<file path="config.mk">
export PLATFORM = sky130hd
export DESIGN_NAME = rv_execute_top
export DESIGN_NICKNAME = d
export VERILOG_FILES = /design/src/common/rv_isa_pkg.sv /design/src/common/rv_exec_pkg.sv /design/src/execute/rv_divide.sv /design/src/execute/rv_execute.sv /design/src/execute/rv_multiply.sv /design/src/rtl/rv_alu.sv /design/src/rtl/rv_execute_top.sv /design/src/rtl/rv_lsu_wishbone.sv
export VERILOG_INCLUDE_DIRS = /design/src /design/src/common
export SDC_FILE = /design/constraint.sdc
export NUM_CORES = 2
export LEC_CHECK = 0
export BUFFER_PORTS_ARGS = -buffer_cell sky130_fd_sc_hd__buf_2
export CAP_MARGIN = 20
export CORE_AREA = 2 2 447 449
export DETAILED_ROUTE_END_ITERATION = 8
export DIE_AREA = 0 0 449 451
export GPL_ROUTABILITY_DRIVEN = 0
export HOLD_SLACK_MARGIN = 0.1
export PLACE_DENSITY = 0.54
export SYNTH_ARGS = -nofsm -noshare
export SYNTH_HDL_FRONTEND = slang
export SYNTH_HIERARCHICAL = 1
export SYNTH_SLANG_ARGS = --single-unit
</file>
<file path="constraint.sdc">
create_clock -name i_clock -period 16.9 [get_ports i_clock]
set_input_delay 5.07 -clock i_clock [delete_from_list [all_inputs] [get_ports i_clock]]
set_output_delay 5.07 -clock i_clock [all_outputs]
set_load 0.05 [all_outputs]
</file>
<file path="src/common/rv_defs.svh">
`ifndef RV_DEFS_SVH
`define RV_DEFS_SVH

// Data word width.
`define RV_XLEN 32

// Register index width.
`define RV_REG_ADDR_W 5

// Wishbone byte address width.
`define RV_WB_ADDR_W 32

// One quotient bit per divider iteration.
`define RV_DIV_STEPS 32

`endif

</file>
<file path="src/common/rv_isa_pkg.sv">
`include "rv_defs.svh"

package rv_isa_pkg;

	typedef logic [`RV_XLEN-1:0] word_t;
	typedef logic [2*`RV_XLEN-1:0] dword_t;
	typedef logic [`RV_REG_ADDR_W-1:0] reg_addr_t;

	////////////////////////////////////////////////////////////
	// Encodings
	////////////////////////////////////////////////////////////

	typedef enum logic [3:0] {
		ALU_ADD, ALU_SUB, ALU_SLL, ALU_SLT,
		ALU_SLTU, ALU_XOR, ALU_SRL, ALU_SRA,
		ALU_OR, ALU_AND, ALU_EQ, ALU_NE,
		ALU_LT, ALU_GE, ALU_LTU, ALU_GEU
	} alu_op_t;

	typedef enum logic [2:0] {
		OPSEL_ZERO, OPSEL_RS1, OPSEL_RS2, OPSEL_PC, OPSEL_IMM
	} operand_sel_t;

	typedef enum logic [1:0] {
		MEM_BYTE, MEM_HALF, MEM_WORD
	} mem_width_t;

	// Divide group has bit 2 set.
	typedef enum logic [2:0] {
		CPLX_MUL, CPLX_MULH, CPLX_MULHSU, CPLX_MULHU,
		CPLX_DIV, CPLX_DIVU, CPLX_REM, CPLX_REMU
	} cplx_op_t;

	typedef enum logic [2:0] {
		CLASS_ARITH, CLASS_COMPARE, CLASS_JUMP, CLASS_BRANCH,
		CLASS_LOAD, CLASS_STORE, CLASS_COMPLEX
	} inst_class_t;

endpackage

</file>
<file path="src/common/rv_exec_pkg.sv">
`include "rv_defs.svh"

package rv_exec_pkg;

	// Decoded instruction as presented by the issuer.
	typedef struct packed {
		logic valid;
		rv_isa_pkg::word_t pc;
		rv_isa_pkg::word_t rs1;
		rv_isa_pkg::word_t rs2;
		rv_isa_pkg::word_t imm;
		rv_isa_pkg::reg_addr_t rd;
		rv_isa_pkg::inst_class_t inst_class;
		rv_isa_pkg::alu_op_t alu_op;
		rv_isa_pkg::operand_sel_t operand1_sel;
		rv_isa_pkg::operand_sel_t operand2_sel;
		rv_isa_pkg::mem_width_t mem_width;
		logic mem_signed;
		rv_isa_pkg::cplx_op_t cplx_op;
	} issue_t;

	typedef struct packed {
		logic valid;
		rv_isa_pkg::reg_addr_t rd;
		logic write_en;
		rv_isa_pkg::word_t value;
		rv_isa_pkg::word_t pc_next;
	} result_t;

	typedef struct packed {
		logic cyc;
		logic stb;
		logic we;
		logic [`RV_WB_ADDR_W-1:0] adr;
		rv_isa_pkg::word_t dat_o;
		logic [3:0] sel;
	} wb_req_t;

	// Held by the controller until the load/store unit reports done.
	typedef struct packed {
		logic valid;
		logic write;
		rv_isa_pkg::word_t address;
		rv_isa_pkg::word_t data;
		rv_isa_pkg::mem_width_t width;
		logic is_signed;
	} mem_req_t;

endpackage

</file>
<file path="src/execute/rv_divide.sv">
`include "rv_defs.svh"
`timescale 1ns/1ps

module rv_divide (
	input logic i_clock,
	input logic i_reset,
	input logic i_start,
	input logic i_signed,
	input rv_isa_pkg::word_t i_dividend,
	input rv_isa_pkg::word_t i_divisor,
	output logic o_done,
	output rv_isa_pkg::word_t o_quotient,
	output rv_isa_pkg::word_t o_remainder
);

	import rv_isa_pkg::*;

	localparam int W = `RV_XLEN;
	localparam int STEPS = `RV_DIV_STEPS;
	localparam int CNT_W = $clog2(STEPS);

	typedef enum logic [1:0] {
		DIV_IDLE,
		DIV_RUN,
		DIV_FINISH
	} div_state_t;

	div_state_t state;
	logic [CNT_W-1:0] count;
	word_t quo_q;
	word_t rem_q;
	word_t divisor_q;
	logic neg_quo;
	logic neg_rem;
	logic dividend_neg;
	logic divisor_neg;
	logic [W:0] partial;
	logic [W:0] diff;

	assign dividend_neg = i_signed & i_dividend[W-1];
	assign divisor_neg = i_signed & i_divisor[W-1];

	assign partial = {rem_q, quo_q[W-1]};
	assign diff = partial - {1'b0, divisor_q};

	always_ff @(posedge i_clock) begin
		if (i_reset) begin
			state <= DIV_IDLE;
		end else begin
			case (state)
				DIV_IDLE: if (i_start) state <= DIV_RUN;
				DIV_RUN: if (count == CNT_W'(STEPS - 1)) state <= DIV_FINISH;
				default: state <= DIV_IDLE;
			endcase
		end
	end

	always_ff @(posedge i_clock) begin
		if (state == DIV_IDLE) begin
			count <= '0;
			rem_q <= '0;
			quo_q <= dividend_neg ? -i_dividend : i_dividend;
			divisor_q <= divisor_neg ? -i_divisor : i_divisor;
			// Zero divisor keeps all ones in the quotient.
			neg_quo <= (dividend_neg ^ divisor_neg) && (i_divisor != '0);
			neg_rem <= dividend_neg;
		end else if (state == DIV_RUN) begin
			count <= count + 1'b1;
			if (!diff[W]) begin
				rem_q <= diff[W-1:0];
				quo_q <= {quo_q[W-2:0], 1'b1};
			end else begin
				rem_q <= partial[W-1:0];
				quo_q <= {quo_q[W-2:0], 1'b0};
			end
		end
	end

	// Most negative over minus one falls out as the dividend with remainder zero.
	assign o_done = state == DIV_FINISH;
	assign o_quotient = neg_quo ? -quo_q : quo_q;
	assign o_remainder = neg_rem ? -rem_q : rem_q;

endmodule

</file>
<file path="src/execute/rv_execute.sv">
`timescale 1ns/1ps

module rv_execute (
	input logic i_clock,
	input logic i_reset,
	input rv_exec_pkg::issue_t i_issue,
	output logic o_stall,
	output rv_exec_pkg::result_t o_result,
	output rv_exec_pkg::mem_req_t o_mem_req,
	input logic i_mem_done,
	input rv_isa_pkg::word_t i_mem_data
);

	import rv_isa_pkg::*;
	import rv_exec_pkg::*;

	localparam int MUL_LATENCY = 2;

	typedef enum logic [1:0] {
		ST_IDLE,
		ST_MUL_WAIT,
		ST_DIV_WAIT,
		ST_MEM_WAIT
	} exec_state_t;

	exec_state_t state;
	issue_t iss_q;
	issue_t cur;
	logic accept;
	logic [$clog2(MUL_LATENCY)-1:0] mul_cnt;
	word_t operand1;
	word_t operand2;
	word_t alu_result;
	logic alu_compare;
	word_t pc_plus4;
	word_t branch_target;
	logic is_div;
	dword_t product;
	logic div_done;
	word_t quotient;
	word_t remainder;
	word_t cplx_value;

	function automatic word_t select_operand(operand_sel_t sel, issue_t iss);
		case (sel)
			OPSEL_RS1: return iss.rs1;
			OPSEL_RS2: return iss.rs2;
			OPSEL_PC: return iss.pc;
			OPSEL_IMM: return iss.imm;
			default: return '0;
		endcase
	endfunction

	// Issue fields only hold in the accepting cycle.
	assign cur = (state == ST_IDLE) ? i_issue : iss_q;
	assign accept = i_issue.valid && !o_stall;

	assign operand1 = select_operand(cur.operand1_sel, cur);
	assign operand2 = select_operand(cur.operand2_sel, cur);
	assign pc_plus4 = cur.pc + word_t'(4);
	assign branch_target = cur.pc + cur.imm;
	assign is_div = cur.cplx_op[2];

	rv_alu alu (
		.i_op(cur.alu_op),
		.i_operand1(operand1),
		.i_operand2(operand2),
		.o_result(alu_result),
		.o_compare(alu_compare)
	);

	rv_multiply multiply (
		.i_clock(i_clock),
		.i_op1_signed(cur.cplx_op != CPLX_MULHU),
		.i_op2_signed(cur.cplx_op inside {CPLX_MUL, CPLX_MULH}),
		.i_op1(cur.rs1),
		.i_op2(cur.rs2),
		.o_product(product)
	);

	rv_divide divide (
		.i_clock(i_clock),
		.i_reset(i_reset),
		.i_start(accept && (cur.inst_class == CLASS_COMPLEX) && is_div),
		.i_signed(cur.cplx_op inside {CPLX_DIV, CPLX_REM}),
		.i_dividend(cur.rs1),
		.i_divisor(cur.rs2),
		.o_done(div_done),
		.o_quotient(quotient),
		.o_remainder(remainder)
	);

	always_comb begin
		case (iss_q.cplx_op)
			CPLX_MUL: cplx_value = product[$bits(word_t)-1:0];
			CPLX_MULH, CPLX_MULHSU, CPLX_MULHU: cplx_value = product[$bits(dword_t)-1:$bits(word_t)];
			CPLX_DIV, CPLX_DIVU: cplx_value = quotient;
			default: cplx_value = remainder;
		endcase
	end

	////////////////////////////////////////////////////////////
	// Sequencing
	////////////////////////////////////////////////////////////

	always_ff @(posedge i_clock) begin
		if (i_reset) begin
			state <= ST_IDLE;
			o_stall <= 1'b0;
			o_result.valid <= 1'b0;
			o_mem_req.valid <= 1'b0;
			mul_cnt <= '0;
		end else begin
			o_result.valid <= 1'b0;
			case (state)
				ST_IDLE: if (accept) begin
					iss_q <= i_issue;
					o_result.rd <= cur.rd;
					o_result.write_en <= 1'b1;
					o_result.value <= alu_result;
					o_result.pc_next <= pc_plus4;
					case (cur.inst_class)
						CLASS_ARITH: o_result.valid <= 1'b1;
						CLASS_COMPARE: begin
							o_result.value <= word_t'(alu_compare);
							o_result.valid <= 1'b1;
						end
						CLASS_JUMP: begin
							o_result.value <= pc_plus4;
							o_result.pc_next <= alu_result;
							o_result.valid <= 1'b1;
						end
						CLASS_BRANCH: begin
							o_result.write_en <= 1'b0;
							if (alu_compare) o_result.pc_next <= branch_target;
							o_result.valid <= 1'b1;
						end
						CLASS_LOAD, CLASS_STORE: begin
							o_result.write_en <= cur.inst_class == CLASS_LOAD;
							o_mem_req.valid <= 1'b1;
							o_mem_req.write <= cur.inst_class == CLASS_STORE;
							o_mem_req.address <= alu_result;
							o_mem_req.data <= cur.rs2;
							o_mem_req.width <= cur.mem_width;
							o_mem_req.is_signed <= cur.mem_signed;
							o_stall <= 1'b1;
							state <= ST_MEM_WAIT;
						end
						default: begin
							o_stall <= 1'b1;
							mul_cnt <= '0;
							state <= is_div ? ST_DIV_WAIT : ST_MUL_WAIT;
						end
					endcase
				end
				ST_MUL_WAIT: begin
					mul_cnt <= mul_cnt + 1'b1;
					if (mul_cnt == $bits(mul_cnt)'(MUL_LATENCY - 1)) begin
						o_result.value <= cplx_value;
						o_result.valid <= 1'b1;
						o_stall <= 1'b0;
						state <= ST_IDLE;
					end
				end
				ST_DIV_WAIT: if (div_done) begin
					o_result.value <= cplx_value;
					o_result.valid <= 1'b1;
					o_stall <= 1'b0;
					state <= ST_IDLE;
				end
				default: if (i_mem_done) begin
					o_mem_req.valid <= 1'b0;
					o_result.value <= i_mem_data;
					o_result.valid <= 1'b1;
					o_stall <= 1'b0;
					state <= ST_IDLE;
				end
			endcase
		end
	end

endmodule

</file>
<file path="src/execute/rv_multiply.sv">
`timescale 1ns/1ps

module rv_multiply (
	input logic i_clock,
	input logic i_op1_signed,
	input logic i_op2_signed,
	input rv_isa_pkg::word_t i_op1,
	input rv_isa_pkg::word_t i_op2,
	output rv_isa_pkg::dword_t o_product
);

	import rv_isa_pkg::*;

	localparam int W = $bits(word_t);

	logic signed [W:0] op1_q;
	logic signed [W:0] op2_q;
	logic signed [2*W+1:0] full_product;

	// Stage 1. The extra bit lets one signed multiply cover every sign mix.
	always_ff @(posedge i_clock) begin
		op1_q <= {i_op1_signed & i_op1[W-1], i_op1};
		op2_q <= {i_op2_signed & i_op2[W-1], i_op2};
	end

	assign full_product = op1_q * op2_q;

	// Stage 2.
	always_ff @(posedge i_clock) begin
		o_product <= full_product[2*W-1:0];
	end

endmodule

</file>
<file path="src/rtl/rv_alu.sv">
`timescale 1ns/1ps

module rv_alu (
	input rv_isa_pkg::alu_op_t i_op,
	input rv_isa_pkg::word_t i_operand1,
	input rv_isa_pkg::word_t i_operand2,
	output rv_isa_pkg::word_t o_result,
	output logic o_compare
);

	import rv_isa_pkg::*;

	logic [4:0] shamt;
	logic is_lt;
	logic is_ltu;

	assign shamt = i_operand2[4:0];
	assign is_lt = $signed(i_operand1) < $signed(i_operand2);
	assign is_ltu = i_operand1 < i_operand2;

	always_comb begin
		case (i_op)
			ALU_EQ: o_compare = i_operand1 == i_operand2;
			ALU_NE: o_compare = i_operand1 != i_operand2;
			ALU_LT, ALU_SLT: o_compare = is_lt;
			ALU_GE: o_compare = !is_lt;
			ALU_LTU, ALU_SLTU: o_compare = is_ltu;
			ALU_GEU: o_compare = !is_ltu;
			default: o_compare = 1'b0;
		endcase
	end

	always_comb begin
		case (i_op)
			ALU_ADD: o_result = i_operand1 + i_operand2;
			ALU_SUB: o_result = i_operand1 - i_operand2;
			ALU_SLL: o_result = i_operand1 << shamt;
			ALU_XOR: o_result = i_operand1 ^ i_operand2;
			ALU_SRL: o_result = i_operand1 >> shamt;
			ALU_SRA: o_result = word_t'($signed(i_operand1) >>> shamt);
			ALU_OR: o_result = i_operand1 | i_operand2;
			ALU_AND: o_result = i_operand1 & i_operand2;
			// Set and compare operations yield 0 or 1.
			default: o_result = word_t'(o_compare);
		endcase
	end

endmodule

</file>
<file path="src/rtl/rv_execute_top.sv">
`timescale 1ns/1ps

module rv_execute_top (
	input logic i_clock,
	input logic i_reset,
	input rv_exec_pkg::issue_t i_issue,
	output logic o_stall,
	output rv_exec_pkg::result_t o_result,
	output rv_exec_pkg::wb_req_t o_wb,
	input logic i_wb_ack,
	input rv_isa_pkg::word_t i_wb_dat
);

	import rv_isa_pkg::*;
	import rv_exec_pkg::*;

	mem_req_t mem_req;
	logic mem_done;
	word_t mem_data;

	rv_execute execute (
		.i_clock(i_clock),
		.i_reset(i_reset),
		.i_issue(i_issue),
		.o_stall(o_stall),
		.o_result(o_result),
		.o_mem_req(mem_req),
		.i_mem_done(mem_done),
		.i_mem_data(mem_data)
	);

	rv_lsu_wishbone lsu (
		.i_clock(i_clock),
		.i_reset(i_reset),
		.i_mem_req(mem_req),
		.o_mem_done(mem_done),
		.o_mem_data(mem_data),
		.o_wb(o_wb),
		.i_wb_ack(i_wb_ack),
		.i_wb_dat(i_wb_dat)
	);

endmodule

</file>
<file path="src/rtl/rv_lsu_wishbone.sv">
`include "rv_defs.svh"
`timescale 1ns/1ps

module rv_lsu_wishbone (
	input logic i_clock,
	input logic i_reset,
	input rv_exec_pkg::mem_req_t i_mem_req,
	output logic o_mem_done,
	output rv_isa_pkg::word_t o_mem_data,
	output rv_exec_pkg::wb_req_t o_wb,
	input logic i_wb_ack,
	input rv_isa_pkg::word_t i_wb_dat
);

	import rv_isa_pkg::*;

	localparam int W = `RV_XLEN;

	logic [1:0] byte_off;
	logic [4:0] lane_shift;
	logic [3:0] lane_sel;
	word_t load_word;

	always_comb begin
		case (i_mem_req.width)
			MEM_BYTE: begin
				byte_off = i_mem_req.address[1:0];
				lane_sel = 4'b0001 << byte_off;
			end
			MEM_HALF: begin
				byte_off = {i_mem_req.address[1], 1'b0};
				lane_sel = 4'b0011 << byte_off;
			end
			default: begin
				byte_off = 2'b00;
				lane_sel = 4'b1111;
			end
		endcase
	end

	assign lane_shift = {byte_off, 3'b000};

	// One classic cycle per request, ended by ack.
	always_ff @(posedge i_clock) begin
		if (i_reset) begin
			o_wb.cyc <= 1'b0;
			o_wb.stb <= 1'b0;
		end else if (o_wb.cyc) begin
			if (i_wb_ack) begin
				o_wb.cyc <= 1'b0;
				o_wb.stb <= 1'b0;
			end
		end else if (i_mem_req.valid) begin
			o_wb.cyc <= 1'b1;
			o_wb.stb <= 1'b1;
			o_wb.we <= i_mem_req.write;
			o_wb.adr <= {i_mem_req.address[`RV_WB_ADDR_W-1:2], 2'b00};
			o_wb.sel <= lane_sel;
			o_wb.dat_o <= i_mem_req.data << lane_shift;
		end
	end

	assign o_mem_done = o_wb.cyc && i_wb_ack;
	assign load_word = i_wb_dat >> lane_shift;

	always_comb begin
		case (i_mem_req.width)
			MEM_BYTE: o_mem_data = {{(W-8){i_mem_req.is_signed & load_word[7]}}, load_word[7:0]};
			MEM_HALF: o_mem_data = {{(W-16){i_mem_req.is_signed & load_word[15]}}, load_word[15:0]};
			default: o_mem_data = load_word;
		endcase
	end

endmodule

</file>
* Word level (Yosys, flattened, before mapping)
Index checks and enable logic that the tools add are counted.
Storage, ports and cells: input bits 188, register bits 600, output and inout bits 143, logic and storage cells 227
Cells by class: magnitude comparators 2, multiplexer cells 56, shifts and indexed selects 7, bitwise logic cells 13, reductions and logical operators 40, eq/ne operators 55, multiply operators 1, $add $sub $neg 11
Operators by type and width (count):
- 32-bit two-way mux | 11
- 32-bit case mux with 4 select lines | 2
- 32-bit case mux with 8 select lines | 1
- 32-bit case mux with 2 select lines | 3
- 32-bit case mux with 3 select lines | 2
- 152-bit two-way mux | 1
- 71-bit two-way mux | 2
- 69-bit two-way mux | 2
- 32-bit negation | 4
- 32-bit adder | 2
- 32-bit < comparator | 2
- 33-bit by 33-bit multiplier with 64-bit output | 1
- 32-bit by 5-bit << shifter with 32-bit output | 2
- 32-bit by 5-bit right shift with 32-bit output | 2
- 33-bit by 32-bit subtractor with 33-bit output | 1
- 32-bit by 3-bit adder with 32-bit output, second input constant | 1
- 32-bit bitwise AND | 1
- 32-bit equality test | 1
- 4-bit equality test, second input constant | 8
- 32-bit inequality test | 1
- 32-bit bitwise OR | 1
- 32-bit nonzero test | 1
- 32-bit by 5-bit >>> shifter with 32-bit output | 1
- 32-bit subtractor | 1
- other kinds (43) | 131

* Longest topological paths before layout
word-level depth 11, mapped depth 35, depth with buffers taken out 27

* Cells and area by module
Netlist, hierarchy kept.
Modules (own cells, without submodules):
- rv_multiply | seq. area each 2602.5 um^2, area an instance 40884.2 um^2, cells each 4262, times used 1
- rv_execute | seq. area each 8828.5 um^2, area an instance 17051.4 um^2, cells each 1499, times used 1
- rv_alu | seq. area each 0.0 um^2, area an instance 8812.2 um^2, cells each 1292, times used 1
- rv_divide | seq. area each 2762.6 um^2, area an instance 8423.1 um^2, cells each 1000, times used 1
- rv_lsu_wishbone | seq. area each 2052.0 um^2, area an instance 3478.3 um^2, cells each 275, times used 1

* Least setup slack after synthesis
No wires, ideal clock.
kind input to register, from input port i_issue[152] (netlist name), to register execute/iss_q[0] (netlist name) (enable), setup time 0.744 ns, data required time 16.156 ns, stages on the path 4, arrival 13.679 ns, setup slack 2.477 ns, buffers on the path 1, path through nor2b_1 -> nand2_1 -> clkbuf_1 -> nor2_1
Between the ends: cells in the longest elaborated chain, start to end 2
RTL lines:
- start: declaration | line rv_execute_top.sv:6 | input rv_exec_pkg::issue_t i_issue,
- 1-bit logical AND | line rv_execute.sv:56 | assign accept = i_issue.valid && !o_stall;
- 3-bit AND reduction (no line)
- end signal: assignment | line rv_execute.sv:117 | iss_q <= i_issue;
- end: declaration | line rv_execute.sv:27 | issue_t iss_q;
Every way passes these cells. A chain may end at the register's enable or synchronous reset.

* Worst setup path after layout
from input port i_issue[6] (netlist name), to register, netlist name execute/o_result[24]
Between the ends: cells in the longest elaborated chain, start to end 8, elaborated cells between the ends (all ways) 24, classes of those cells 2 x add/sub; 2 x order compare; 6 x eq/ne; 3 x shift; 6 x mux; 3 x bitwise; 2 x reduce/logical
RTL lines:
- 152-bit two-way mux * | line rv_execute.sv:55 | assign cur = (state == ST_IDLE) ? i_issue : iss_q;
- 3-bit equality test, or another cell as far along | line rv_execute.sv:45 | case (sel)
- 32-bit case mux with 4 select lines * | line rv_execute.sv:45
- net execute.operand2[3] | line rv_execute.sv:32 | word_t operand2;
- 32-bit < comparator, on equally long branches | line rv_alu.sv:19, rv_alu.sv:18
- 1-bit zero test, on equally long branches | line rv_alu.sv:28, rv_alu.sv:26
- 1-bit case mux with 6 select lines * | line rv_alu.sv:22 | case (i_op)
- net execute.alu_compare | line rv_execute.sv:34 | logic alu_compare;
- 32-bit two-way mux * | line rv_execute.sv:135 | if (alu_compare) o_result.pc_next <= branch_target;
- 32-bit case mux with 2 select lines * | line rv_execute.sv:122 | case (cur.inst_class)
Mark *: on every way through the listed nets, which the timed path passes. The rest lies on a longest branch.

==> results.md <==
* Status: complete, but fails checks
* Failing checks: DRC
* Skew final at 0.0405 ns
* Die width at 449 um
* Drt first-iter violations at 7428
* Primary FF master, synth: edfxtp_1
* FFs w/ async S/R, synth at 0%
* Final Hold Viols at 0
* Slew Limit Headroom at a little under an eighth
* Critical path depth at 27
* CTS tree: done
* Setup bufs post-CTS at 0
* Clock transition at the registers of the reported paths at 0.06 ns
* Sequential-to-total area share from yosys stat at 20.7%
* TNS Setup at 0 ns
* MaxCap Viol Count at 0
* R2R depth at 27
* CTS H-tree lvls at 3
* Root buf cell: clkbuf_16
* Largest net degree at the start of global routing at 77
* Top delay family on crit path: simple AND/OR/NAND/NOR gates
* RSZ-0062 raised after global routing: no
* Port bufs at 328
* Post-Route WL at ~300000 um
* Synthesized flop and latch total at 600
* First-pass GRT wire length at 437000 um
* Overall routing resource usage at 29.1%
* Reg-to-reg critical path endpoint: execute/multiply/o_product[63]$_DFF_P_
* Fillers at 19568
* FF-to-FF Start: execute/multiply/op2_q[0]$_DFF_P_
* Row cnt at 164
* CP arrival at 12.16 ns
* Num CTS Buffers at 67
* Vias in the first global route at 64848
* Syn_area_per_cell at about 9.4 um2
* Core area at about 0.20 mm2
* Type of the most critical hold path: flip-flop to flip-flop
* Die H at 451 um
* CTS Buffer Depth at 3
* Area Growth Syn to Fin at 8.25%
* Kind of launch point of the worst setup path: input pin
* Share of cells above drive strength 1 at under 10%
* Post-route ant nets at 0
* CP max stage cell: or4_1
* Worst Max-Slew Pin Slew at between 1 and 1.5 ns
* First-pass DRT Iterations at 9
* Post-Syn Instances at 8328
* Antenna violations before repair at 27
* Fmax at 85.1 MHz
* Final Setup Violations at 0
* Reg-to-reg slack, setup at 7.33 ns
* DR vias/cell at 5.81
* Layout Nets at 10103
* Leading cell types in the layout, fill and taps excluded: inv_1 (1305), fa_1 (1128), nand2_1 (893), and2_1 (578), edfxtp_1 (423)
* CTS Sinks at 600
* Netlist cell types at 120
* Remaining DRCs at 4
* Critical path class: input pin to flip-flop
* Slew Viols, Final at 0
* Most common cell after layout, fill and taps aside: inv_1
* Clock latency on the worst-skew pair at 0.69 ns
* Cell area after synthesis at 0.0786 mm2
* Worst Hold Launch: execute/o_mem_req[46]$_DFFE_PP_
* Final period utilization at 69.5%
* Sequential Area at 0.0163 mm2
* Total grt overflow at 0
* Area occupied by multi-input gates at between 0.05 and 0.06 mm2
* I/O pins at between 300 and 400
* Hold path endpoint: lsu/o_wb[47]$_DFFE_PP_
* Hold Path Depth at 0
* Detailed Place HPWL at roughly 230000 um
* Vias at 64566
* Max incr delay on CP at approximately 0.6 ns
* Critical Path Fanout Max at between 70 and 80
* Post-cts gate resize count at 0
* CP endpoint kind: flip-flop
* Worst Path Required at between 15 and 20 ns
* Die area at approximately 0.20 mm2
* Number of flops mapped to enable cells by yosys at 423
* WL/cell at 26.7 um
* Hold buffers post-CTS at 0
* Minimum clock period after layout at 11.75 ns
* Ys Warns at 6
* Crit path top cell by count: buf_4
* Initial core utilization at 39.7%
* Worst path bufs/invs at 7
worst register-to-register path, delay by kind of cell, from the launching register on:
family                   cells  cell delay [ns]
AND/OR/NAND/NOR              4             1.12
adder cells (fa/ha/maj)      9             4.90
AO/OA/AOI/OAI                5             1.32
XOR/XNOR                     1             0.21
buffers and inverters        8             1.60
flip-flops                   1             0.32
layer usage:
metal / up-vias / track usage [%] / routed length (um)
met1: 32802 / 38.5 / 118000
met2: 3409 / 44.3 / 131000
met4: 10 / 14.7 / 18700
li1: 27583 / - / -
met3: 762 / 6.89 / 29500
met5: - / 0 / 58
final cells by class:
cell class / count / area share, %
clock buffers: 79 / 2.09
repair buffers: 473 / 3.23
multi-input cells: 5929 / 65.3
inverters: 1317 / 5.81
well taps: 2656 / 3.90
diodes: 8 / 0.0235
clock inverters: 44 / 0.554
flip-flops and latches: 600 / 19.1
sequential cells by signal (all words and copies together), names as in the netlist:
| name | count |
|---|---|
| execute/multiply/o_product | 64 |
| lsu/o_wb | 69 |
| execute/divide/rem_q | 32 |
| execute/o_result | 71 |
| execute/mul_cnt | 1 |
| execute/divide/divisor_q | 32 |
| execute/divide/state | 2 |
| execute/divide/neg_rem | 1 |
| execute/o_stall | 1 |
| execute/multiply/op1_q | 33 |
| execute/divide/count | 5 |
| execute/state | 2 |
| execute/iss_q | 152 |
| execute/o_mem_req | 69 |
| execute/divide/quo_q | 32 |
| execute/divide/neg_quo | 1 |
| execute/multiply/op2_q | 33 |
synth_stat cells, drive strengths merged (32+ instances only):
cell type | n | area share, %
inv | 1311 | 6.3
fa | 1128 | 29
nand2 | 894 | 4.3
and2 | 581 | 4.6
edfxtp | 423 | 16
ha | 399 | 6.3
clkbuf | 394 | 1.9
a21oi | 358 | 2.3
o21ai | 344 | 2.2
nor2 | 320 | 1.5
xnor2 | 195 | 2.2
dfxtp | 177 | 4.5
mux2i | 162 | 2.1
mux2 | 98 | 1.4
nor2b | 95 | 0.77
o221ai | 91 | 1.0
buf | 89 | 0.63
nand3 | 85 | 0.55
a22oi | 82 | 0.78
xor2 | 77 | 0.86
nor3 | 71 | 0.48
a21o | 69 | 0.66
a211oi | 57 | 0.54
o31ai | 53 | 0.54
nand2b | 52 | 0.41
o22ai | 52 | 0.41
mux4 | 48 | 1.4
o21a | 45 | 0.43
o211ai | 40 | 0.40
a221o | 36 | 0.46
a221oi | 36 | 0.41
nand4 | 36 | 0.31
a31oi | 35 | 0.28
nor4 | 34 | 0.31
o21bai | 32 | 0.31
logic make-up (layout without fill, tap and decap cells):
group	count (synthesis)	after routing	synth area share, %
and+or+nand+nor	2304	2304	14.6
buffers and inverters	1800	1913	8.80
adders and majority gates	1529	1529	35.1
AOI/OAI and AO/OA	1514	1514	13.0
DFF	600	600	20.7
muxes	308	308	4.84
xor gates and xnor gates	272	272	3.03
other	1	10	0.00477
how the worst max path moves through the flow:
stage	slack, ns	end	from
after floorplan	2.48	execute/iss_q[0]$_DFFE_PP_	i_issue[152]
after global placement	4.41	execute/o_result[19]$_DFFE_PP_	i_issue[6]
after detailed placement	4.84	execute/o_result[24]$_DFFE_PP_	i_issue[6]
after CTS	5.57	execute/o_result[24]$_DFFE_PP_	i_issue[6]
after global routing	4.94	execute/o_result[21]$_DFFE_PP_	i_issue[6]
final	5.15	execute/o_result[24]$_DFFE_PP_	i_issue[6]
metrics by stage:
| step | area (um2) | std cells | setup slack, ns | util, % | hold WS (ns) |
|---|---|---|---|---|---|
| floorplan | 78700 | 8329 | 2.48 | - | 0.400 |
| global placement | 82800 | 10972 | 4.41 | 41.8 | 0.409 |
| detailed placement | 82800 | 10974 | 4.84 | 41.8 | 0.407 |
| CTS | 85100 | 11097 | 5.57 | 42.9 | 0.417 |
| global route | 85100 | 11100 | 4.94 | 42.9 | 0.442 |
| finish | 85100 | 11106 | 5.15 | 42.9 | 0.419 |
Power is not shown: default switching activity piles up to over one toggle a cycle in this logic, so the estimate is an artifact.
